[src/cpu_pkg.sv]
package cpu_pkg;

    localparam int addr_bits = 8;
    localparam int data_bits = 8;
    localparam int reg_addr_bits = 4;

    // Fixed entry point of the interrupt service routine
    localparam logic [addr_bits-1:0] isr_address = 8'he0;

    // Top four bits of the instruction high byte
    typedef enum logic [3:0] {
        MOVIR      = 4'h0,
        RESERVED_A = 4'h1,
        LOAD       = 4'h2,
        STORE      = 4'h3,
        ADDRR      = 4'h4,
        ADDI       = 4'h5,
        SUBRR      = 4'h6,
        SUBI       = 4'h7,
        JNZI       = 4'h8,
        JZR        = 4'h9,
        JMP        = 4'ha,
        CLI        = 4'hb,
        STI        = 4'hc,
        RETI       = 4'hd,
        RESERVED_B = 4'he,
        NOP        = 4'hf
    } opcode_t;

    typedef enum logic [2:0] {
        FETCH_START,
        FETCH_HI,
        FETCH_LO,
        EXECUTE,
        WRITEBACK,
        STORE_STAGE
    } exec_stage_t;

    typedef enum logic [2:0] {
        HOLD,
        NEXT_INSTR,
        JUMP_TARGET,
        ISR_TARGET,
        ISR_RETURN
    } pc_sel_t;

endpackage

[src/alu.sv]
`timescale 1ns/1ps

module alu (
    input  logic                         clk,
    input  logic                         reset_n,
    input  logic [cpu_pkg::data_bits-1:0] a,
    input  logic [cpu_pkg::data_bits-1:0] b,
    input  logic                         subtract,
    input  logic                         flag_we,
    output logic [cpu_pkg::data_bits-1:0] result,
    output logic                         zero_flag,
    output logic                         carry_flag
);
    import cpu_pkg::*;

    logic [data_bits:0]   sum;
    logic [data_bits-1:0] b_operand;

    // Subtract as a + ~b + 1, so carry out means no borrow
    assign b_operand = subtract ? ~b : b;
    assign sum = {1'b0, a} + {1'b0, b_operand} + {{data_bits{1'b0}}, subtract};
    assign result = sum[data_bits-1:0];

    always_ff @(posedge clk) begin
        if (!reset_n) begin
            zero_flag  <= 1'b0;
            carry_flag <= 1'b0;
        end else if (flag_we) begin
            zero_flag  <= (result == '0);
            carry_flag <= sum[data_bits];
        end
    end

    flag_we_known: assert property (
        @(posedge clk) disable iff (!reset_n) !$isunknown(flag_we)
    );

endmodule

[src/register_file.sv]
`timescale 1ns/1ps

module register_file (
    input  logic                             clk,
    input  logic                             reset_n,
    input  logic [cpu_pkg::reg_addr_bits-1:0] rd0_addr,
    input  logic [cpu_pkg::reg_addr_bits-1:0] rd1_addr,
    input  logic                             wr_en,
    input  logic [cpu_pkg::reg_addr_bits-1:0] wr_addr,
    input  logic [cpu_pkg::data_bits-1:0]     wr_data,
    output logic [cpu_pkg::data_bits-1:0]     rd0_data,
    output logic [cpu_pkg::data_bits-1:0]     rd1_data
);
    import cpu_pkg::*;

    logic [data_bits-1:0] regs [2**reg_addr_bits];

    // Both read ports are combinational
    assign rd0_data = regs[rd0_addr];
    assign rd1_data = regs[rd1_addr];

    always_ff @(posedge clk) begin
        if (!reset_n) begin
            for (int i = 0; i < 2**reg_addr_bits; i++) begin
                regs[i] <= '0;
            end
        end else if (wr_en) begin
            regs[wr_addr] <= wr_data;
        end
    end

    wr_addr_known: assert property (
        @(posedge clk) disable iff (!reset_n) wr_en |-> !$isunknown(wr_addr)
    );

endmodule

[src/pc_sequencer.sv]
`timescale 1ns/1ps

module pc_sequencer (
    input  logic                         clk,
    input  logic                         reset_n,
    input  logic                         boundary,
    input  cpu_pkg::pc_sel_t             pc_sel,
    input  logic [cpu_pkg::addr_bits-1:0] jump_target,
    input  logic                         int_req,
    input  logic                         int_enable_set,
    input  logic                         int_enable_clear,
    output logic [cpu_pkg::addr_bits-1:0] pc,
    output logic                         take_interrupt,
    output logic                         int_ack
);
    import cpu_pkg::*;

    logic [addr_bits-1:0] saved_pc;
    logic [addr_bits-1:0] next_pc;
    logic                 int_req_q;
    logic                 int_pending;
    logic                 int_enabled;
    pc_sel_t              sel;

    // Interrupt only redirects at an instruction boundary
    assign take_interrupt = boundary && int_pending && int_enabled;
    assign int_ack = take_interrupt;
    assign sel = take_interrupt ? ISR_TARGET : pc_sel;

    always_comb begin
        case (sel)
            NEXT_INSTR:  next_pc = pc + addr_bits'(2);
            JUMP_TARGET: next_pc = jump_target;
            ISR_TARGET:  next_pc = isr_address;
            ISR_RETURN:  next_pc = saved_pc;
            default:     next_pc = pc;
        endcase
    end

    always_ff @(posedge clk) begin
        if (!reset_n) begin
            pc          <= '0;
            int_req_q   <= 1'b0;
            int_pending <= 1'b0;
            int_enabled <= 1'b0;
        end else begin
            pc        <= next_pc;
            int_req_q <= int_req;
            if (take_interrupt) begin
                int_pending <= 1'b0;
            end else if (int_req && !int_req_q && int_enabled) begin
                int_pending <= 1'b1;
            end
            if (take_interrupt || int_enable_clear) begin
                int_enabled <= 1'b0;
            end else if (int_enable_set) begin
                int_enabled <= 1'b1;
            end
        end
    end

    // pc already points at the next instruction here
    always_ff @(posedge clk) begin
        if (take_interrupt) begin
            saved_pc <= pc;
        end
    end

    int_ack_single: assert property (
        @(posedge clk) disable iff (!reset_n) int_ack |=> !int_ack
    );

endmodule

[src/exec_unit.sv]
`timescale 1ns/1ps

module exec_unit (
    input  logic                         clk,
    input  logic                         reset_n,
    output logic                         rd_en,
    output logic [cpu_pkg::addr_bits-1:0] rd_addr,
    input  logic [cpu_pkg::data_bits-1:0] rd_data,
    output logic                         wr_en,
    output logic [cpu_pkg::addr_bits-1:0] wr_addr,
    output logic [cpu_pkg::data_bits-1:0] wr_data,
    input  logic                         int_req,
    output logic                         int_ack
);
    import cpu_pkg::*;

    exec_stage_t              stage;
    logic [2*data_bits-1:0]   ir;
    opcode_t                  opcode;
    logic                     is_arith;
    logic [reg_addr_bits-1:0] rd0_addr;
    logic [reg_addr_bits-1:0] rd1_addr;
    logic [data_bits-1:0]     rd0_data;
    logic [data_bits-1:0]     rd1_data;
    logic [data_bits-1:0]     alu_b;
    logic [data_bits-1:0]     alu_result;
    logic                     subtract;
    logic                     flag_we;
    logic                     zero_flag;
    logic                     rf_wr_en;
    logic [data_bits-1:0]     rf_wr_data;
    logic                     boundary;
    pc_sel_t                  pc_sel;
    logic [addr_bits-1:0]     pc;
    logic                     take_interrupt;
    logic                     int_enable_set;
    logic                     int_enable_clear;

    assign opcode = opcode_t'(ir[15:12]);
    assign is_arith = (opcode == ADDRR) || (opcode == ADDI) ||
                      (opcode == SUBRR) || (opcode == SUBI);

    assign subtract = (opcode == SUBRR) || (opcode == SUBI);
    assign alu_b = ((opcode == ADDI) || (opcode == SUBI)) ? ir[7:0] : rd1_data;
    assign flag_we = (stage == EXECUTE) && is_arith;

    assign boundary = (stage == FETCH_START);
    assign int_enable_set = (stage == EXECUTE) && ((opcode == STI) || (opcode == RETI));
    assign int_enable_clear = (stage == EXECUTE) && (opcode == CLI);

    // Memory read requests with data back one cycle later
    always_comb begin
        rd_en = 1'b0;
        rd_addr = pc;
        case (stage)
            FETCH_START: begin
                rd_en = 1'b1;
                rd_addr = take_interrupt ? isr_address : pc;
            end
            FETCH_HI: begin
                rd_en = 1'b1;
                rd_addr = pc + addr_bits'(1);
            end
            EXECUTE: begin
                if (opcode == LOAD) begin
                    rd_en = 1'b1;
                    rd_addr = ir[7:0];
                end
            end
            default: begin
                rd_en = 1'b0;
            end
        endcase
    end

    // Next pc is decided once the low byte has arrived
    always_comb begin
        pc_sel = HOLD;
        if (stage == FETCH_LO) begin
            if (opcode == JNZI && !zero_flag) begin
                pc_sel = JUMP_TARGET;
            end else if (opcode == RETI) begin
                pc_sel = ISR_RETURN;
            end else begin
                pc_sel = NEXT_INSTR;
            end
        end
    end

    always_comb begin
        rf_wr_en = 1'b0;
        rf_wr_data = alu_result;
        if (stage == EXECUTE && opcode == MOVIR) begin
            rf_wr_en = 1'b1;
            rf_wr_data = ir[7:0];
        end else if (stage == WRITEBACK) begin
            rf_wr_en = 1'b1;
            if (opcode == LOAD) begin
                rf_wr_data = rd_data;
            end
        end
    end

    always_ff @(posedge clk) begin
        if (!reset_n) begin
            stage <= FETCH_START;
            wr_en <= 1'b0;
        end else begin
            wr_en <= (stage == EXECUTE) && (opcode == STORE);
            case (stage)
                FETCH_START: stage <= FETCH_HI;
                FETCH_HI:    stage <= FETCH_LO;
                FETCH_LO:    stage <= EXECUTE;
                EXECUTE: begin
                    if (is_arith || opcode == LOAD) begin
                        stage <= WRITEBACK;
                    end else if (opcode == STORE) begin
                        stage <= STORE_STAGE;
                    end else begin
                        stage <= FETCH_START;
                    end
                end
                default:     stage <= FETCH_START;
            endcase
        end
    end

    always_ff @(posedge clk) begin
        case (stage)
            FETCH_HI: begin
                ir[15:8] <= rd_data;
            end
            FETCH_LO: begin
                ir[7:0] <= rd_data;
                // Register-register forms read ra and everything else reads rd
                if (opcode == ADDRR || opcode == SUBRR) begin
                    rd0_addr <= rd_data[7:4];
                end else begin
                    rd0_addr <= ir[11:8];
                end
                rd1_addr <= rd_data[3:0];
            end
            EXECUTE: begin
                if (opcode == STORE) begin
                    wr_addr <= ir[7:0];
                    wr_data <= rd0_data;
                end
            end
            default: begin
            end
        endcase
    end

    alu u_alu (
        .clk        (clk),
        .reset_n    (reset_n),
        .a          (rd0_data),
        .b          (alu_b),
        .subtract   (subtract),
        .flag_we    (flag_we),
        .result     (alu_result),
        .zero_flag  (zero_flag),
        .carry_flag ()
    );

    register_file u_register_file (
        .clk      (clk),
        .reset_n  (reset_n),
        .rd0_addr (rd0_addr),
        .rd1_addr (rd1_addr),
        .wr_en    (rf_wr_en),
        .wr_addr  (ir[11:8]),
        .wr_data  (rf_wr_data),
        .rd0_data (rd0_data),
        .rd1_data (rd1_data)
    );

    pc_sequencer u_pc_sequencer (
        .clk              (clk),
        .reset_n          (reset_n),
        .boundary         (boundary),
        .pc_sel           (pc_sel),
        .jump_target      (rd_data),
        .int_req          (int_req),
        .int_enable_set   (int_enable_set),
        .int_enable_clear (int_enable_clear),
        .pc               (pc),
        .take_interrupt   (take_interrupt),
        .int_ack          (int_ack)
    );

    store_in_store_stage: assert property (
        @(posedge clk) disable iff (!reset_n) wr_en |-> stage == STORE_STAGE
    );

    no_read_unless_load: assert property (
        @(posedge clk) disable iff (!reset_n)
        (stage == EXECUTE && opcode != LOAD) |-> !rd_en
    );

endmodule

[src/unified_ram.sv]
`timescale 1ns/1ps

module unified_ram (
    input  logic                         clk,
    input  logic                         rd_en,
    input  logic [cpu_pkg::addr_bits-1:0] rd_addr,
    output logic [cpu_pkg::data_bits-1:0] rd_data,
    input  logic                         wr_en,
    input  logic [cpu_pkg::addr_bits-1:0] wr_addr,
    input  logic [cpu_pkg::data_bits-1:0] wr_data,
    input  logic                         load_en,
    input  logic [cpu_pkg::addr_bits-1:0] load_addr,
    input  logic [cpu_pkg::data_bits-1:0] load_data
);
    import cpu_pkg::*;

    logic [data_bits-1:0] mem [2**addr_bits];

    // Load port wins over a CPU store in the same cycle
    always_ff @(posedge clk) begin
        if (load_en) begin
            mem[load_addr] <= load_data;
        end else if (wr_en) begin
            mem[wr_addr] <= wr_data;
        end
        if (rd_en) begin
            rd_data <= mem[rd_addr];
        end
    end

endmodule

[src/cpu_top.sv]
`timescale 1ns/1ps

module cpu_top (
    input  logic                         clk,
    input  logic                         reset_n,
    input  logic                         int_req,
    output logic                         int_ack,
    input  logic                         load_en,
    input  logic [cpu_pkg::addr_bits-1:0] load_addr,
    input  logic [cpu_pkg::data_bits-1:0] load_data,
    output logic                         mem_wr_en,
    output logic [cpu_pkg::addr_bits-1:0] mem_wr_addr,
    output logic [cpu_pkg::data_bits-1:0] mem_wr_data
);
    import cpu_pkg::*;

    logic                 cpu_rd_en;
    logic [addr_bits-1:0] cpu_rd_addr;
    logic [data_bits-1:0] cpu_rd_data;

    // CPU write bus doubles as the store monitor
    exec_unit u_exec_unit (
        .clk     (clk),
        .reset_n (reset_n),
        .rd_en   (cpu_rd_en),
        .rd_addr (cpu_rd_addr),
        .rd_data (cpu_rd_data),
        .wr_en   (mem_wr_en),
        .wr_addr (mem_wr_addr),
        .wr_data (mem_wr_data),
        .int_req (int_req),
        .int_ack (int_ack)
    );

    unified_ram u_unified_ram (
        .clk       (clk),
        .rd_en     (cpu_rd_en),
        .rd_addr   (cpu_rd_addr),
        .rd_data   (cpu_rd_data),
        .wr_en     (mem_wr_en),
        .wr_addr   (mem_wr_addr),
        .wr_data   (mem_wr_data),
        .load_en   (load_en),
        .load_addr (load_addr),
        .load_data (load_data)
    );

endmodule

[config.mk]
export PLATFORM = sky130hd
export DESIGN_NAME = cpu_top
export DESIGN_NICKNAME = d
export VERILOG_FILES = /design/src/cpu_pkg.sv /design/src/alu.sv /design/src/register_file.sv /design/src/pc_sequencer.sv /design/src/exec_unit.sv /design/src/unified_ram.sv /design/src/cpu_top.sv
export SDC_FILE = /design/constraint.sdc
export NUM_CORES = 2
export LEC_CHECK = 0
export BUFFER_PORTS_ARGS = -buffer_cell sky130_fd_sc_hd__buf_4
export CELL_PAD_IN_SITES_DETAIL_PLACEMENT = 2
export CELL_PAD_IN_SITES_GLOBAL_PLACEMENT = 2
export CORE_UTILIZATION = 49
export DETAILED_ROUTE_END_ITERATION = 10
export PLACE_DENSITY_LB_ADDON = 0.1
export SLEW_MARGIN = 0
export SYNTH_ARGS = -nofsm -noshare
export SYNTH_HDL_FRONTEND = slang
export SYNTH_SLANG_ARGS = --single-unit
[constraint.sdc]
create_clock -name clk -period 5.5 [get_ports clk]
set_input_delay 1.1 -clock clk [delete_from_list [all_inputs] [get_ports clk]]
set_output_delay 1.1 -clock clk [all_outputs]
set_load 0.02 [all_outputs]
==> impl_metrics.toml <==
[floorplan]
die_x_um = 432
die_h_um = 432
initial_core_util_pct = 49.4
core_area_mm2 = 0.183
fp.dieArea_mm2 = 0.187
row_count = 157
design.portCount = 38

[logic_synthesis]
async_flop_share_pct = 0
yosys_most_used_dff = "edfxtp_1"
ys_seq_area_share_pct = 74.3
syn_area_per_cell_um2 = 17.2
yosysMostFrequentCell = "edfxtp_1"
synthTopCellsByCount = "edfxtp_1 (2228), nand2_1 (550), nor2_1 (411)"
synth_top_area_cell = "edfxtp_1"
synth_area_leaders = "edfxtp_1 (74%), mux4_2 (9.9%), nand2_1 (2.3%), nor2_1 (1.7%), a22oi_1 (1.6%)"
synth.distinct_cells = 76
synth_enable_flop_cells = 2228
netlist_instances = 5269
yosys.area.top_type_share_pct = 73.8
synth_area_mm2 = 0.0907
yosys_warnings = 0
synth_seq_cells = 2252
synth_nets = 5299

[clock_network]
cts_buffer_depth = 3
cts_sinks = 2252
numCtsBuffers = 229
cts_tree = "done"
htreeDepth = 4
cts-root-buf = "clkbuf_16"
path_clk_slew_ps = 70
clk-insertion-delay-late_ps = 920

[finish]
area_growth_pct = 13.2
fillers = 15700
fin_nets = 5488
design_area_mm2 = 0.103
finalNonFillerCells = 8121
utilization_pct = 56.0
drive_above_1_share_pct = 20.0

[setup_path]
slowest_delay_ps = 860
r2r-end = "u_unified_ram.rd_data[3]$_DFFE_PP_"
cp_common_cell = "buf_12"
crit_chain = "or4b_4 > o221ai_4 > and2_4 > buf_12 > buf_12 > mux4_2 > a22oi_1 > a31oi_1 > a21oi_1 > nor4b_1 > nor4_1"
startpoint = "u_exec_unit.ir[12]$_DFFE_PP_"
cp-start-kind = "flip-flop"
crit_arrival_ps = 6030
crit_buf_inv = 2
cp-endpoint = "u_unified_ram.rd_data[3]$_DFFE_PP_"
slowest_stage = "nor4b_1"
cp_max_fo = 17
r2r_start = "u_exec_unit.ir[12]$_DFFE_PP_"
critical-path-top-delay-family = "simple AND/OR/NAND/NOR gates"
rrSetupSlack_ps = 60
required_ps = 6090
critPathKind = "reg -> reg"
cp-end-kind = "flip-flop"
r2r_cells = 11
critical_path_depth = 11

[global_routing]
grt_first_pass_wirelength_mm = 472
grt_max_degree = 177
grt_remaining_overflow = 0
first_global_vias = 58500
track_usage_pct = 36.2
antenna_found_initial = 13

[power]
ir_worst_vdd_mv = 0.410
power_mw = 39.8
leakage_nw = 33.0
p_per_area_mw_per_mm2 = 388

[status]
status = "completed"

[drt]
avgViaCountPerCell = 6.87
num_vias = 55800
first_pass_iters = 5
routedWlPerCell_um = 41.6
wl_mm = 338
drc = 0
ant_nets = 0
drt_iter0_drc = 6857

[placed_design]
dp_hpwl_mm = 199
port_buffers = 37
place_area_mm2 = 0.0952
dp.cells = 7686
gp_congestion = 0.827

[timing]
clock.fmax_mhz = 184
final.min_clock_period_ps = 5440
finalHoldViolCount = 0
finalSetupViolCount = 0
rsz0062_at_grt = "false"
tns_ps = 0
finalCritPeriodShare_pct = 99.0
tightest_slew_ps = 1400
relSlewSlack_pct = 5.95
drv_slew = 0
fin_worst_skew_ps = 60.3

[hold_path]
hold_path_startpoint = "u_exec_unit.rd0_addr[3]$_DFFE_PP_"
hp-class = "reg -> reg"

[job]
maxCapViolations = 0
[cell type report]
class / instances / area, um2 / share of cell area [%]
Inverter: 8 / 30.0 / 0.0292
Tap cell: 2464 / 3080 / 3.00
Clock inverter: 140 / 1350 / 1.31
Sequential cell: 2252 / 67400 / 65.6
Timing Repair Buffer: 331 / 3050 / 2.97
Antenna cell: 1 / 2.50 / 0.00244
Clock buffer: 289 / 6060 / 5.90
Multi-Input combinational cell: 2636 / 21700 / 21.2
[how the worst min path moves through the flow]
stage | endpoint | slack (ps) | cells after the start
after floorplan | u_exec_unit.u_pc_sequencer.saved_pc[4]$_DFFE_PP_ | 410 | 0
after global placement | flip-flop | 460 | 1
after detailed placement | flip-flop | 460 | 1
after CTS | u_exec_unit.u_pc_sequencer.int_req_q$_SDFF_PN0_ | 440 | 2
after global routing | u_exec_unit.u_pc_sequencer.int_req_q$_SDFF_PN0_ | 480 | 2
final | flip-flop | 480 | 1
[metal layers]
metal	up-vias	GRT usage, %	wire length, um
li1	21500	-	-
met1	30300	47.8	130000
met2	3202	59.6	166000
met3	730	6.35	26800
met4	14	14.7	15500
met5	-	0	94
[per-stage QoR]
stage / setup WS (ps) / hold WS (ps)
2_1_floorplan: 763 / 406
3_3_place_gp: -325 / 462
3_5_place_dp: -729 / 463
4_1_cts: 78.1 / 443
5_1_grt: 77.1 / 476
6_report: 56.6 / 475
[power breakdown]
part           internal, mW  switching, mW  total, mW  leakage [nW]
clock network          8.83           7.25       16.1          3.62
logic                  1.47           3.07       4.54          9.00
registers              19.0          0.220       19.2          20.4
[layout by cell type (no fill, tap or decap), types with 7 or more instances in the layout]
cell          n
a211oi_1    177
a21oi_1     134
a221o_1       8
a22o_1        7
a22oi_1     188
a311oi_1     19
a31oi_1     178
a32oi_1      16
and2_1        9
and3_1      199
buf_12       45
buf_4       285
bufinv_16    22
clkbuf_1     53
clkbuf_16   232
clkinv_1     57
clkinv_2     44
dfxtp_1      22
edfxtp_1   2228
ha_1          9
mux2_2       13
mux2_8        8
mux2i_1      13
mux4_2      400
nand2_1     532
nand2_2      17
nand2b_1     13
nand3_1      81
nand3b_1     10
nor2_1      409
nor2b_1      11
nor3_1        9
nor4_1       15
nor4b_1      20
o21ai_0      21
o22ai_1       9
xor2_1        7
[logic make-up after synthesis]
group / synth area share, %
xor gates and xnor gates: 0.126
buffers and inverters: 2.11
DFF: 74.3
muxes: 10.3
AOI/OAI and AO/OA: 6.21
and+or+nand+nor: 6.78
adders and majority gates: 0.146
[sequential cells by signal (all words and copies together) (netlist names), named ones only]
register,cells
u_exec_unit.wr_data,8
u_exec_unit.rd0_addr,4
u_unified_ram.mem,2048
u_exec_unit.u_pc_sequencer.int_req_q,1
u_exec_unit.u_pc_sequencer.int_pending,1
u_exec_unit.rd1_addr,3
u_exec_unit.u_register_file.regs,128
u_exec_unit.u_pc_sequencer.int_enabled,1
u_exec_unit.u_alu.zero_flag,1
u_exec_unit.u_pc_sequencer.saved_pc,8
u_exec_unit.ir,13
u_exec_unit.wr_en,1
u_exec_unit.wr_addr,8
u_unified_ram.rd_data,8
u_exec_unit.u_pc_sequencer.pc,8
u_exec_unit.stage,3
[timing repair]
item,in CTS,in global routing
endpoints found under the setup margin,5,2
pin swaps,0,1
setup buffers,0,4
endpoints found under the hold margin,0,0
hold buffers,0,0
resized for setup,9,2
gates cloned,0,1
(Power assumes the default switching activity.)
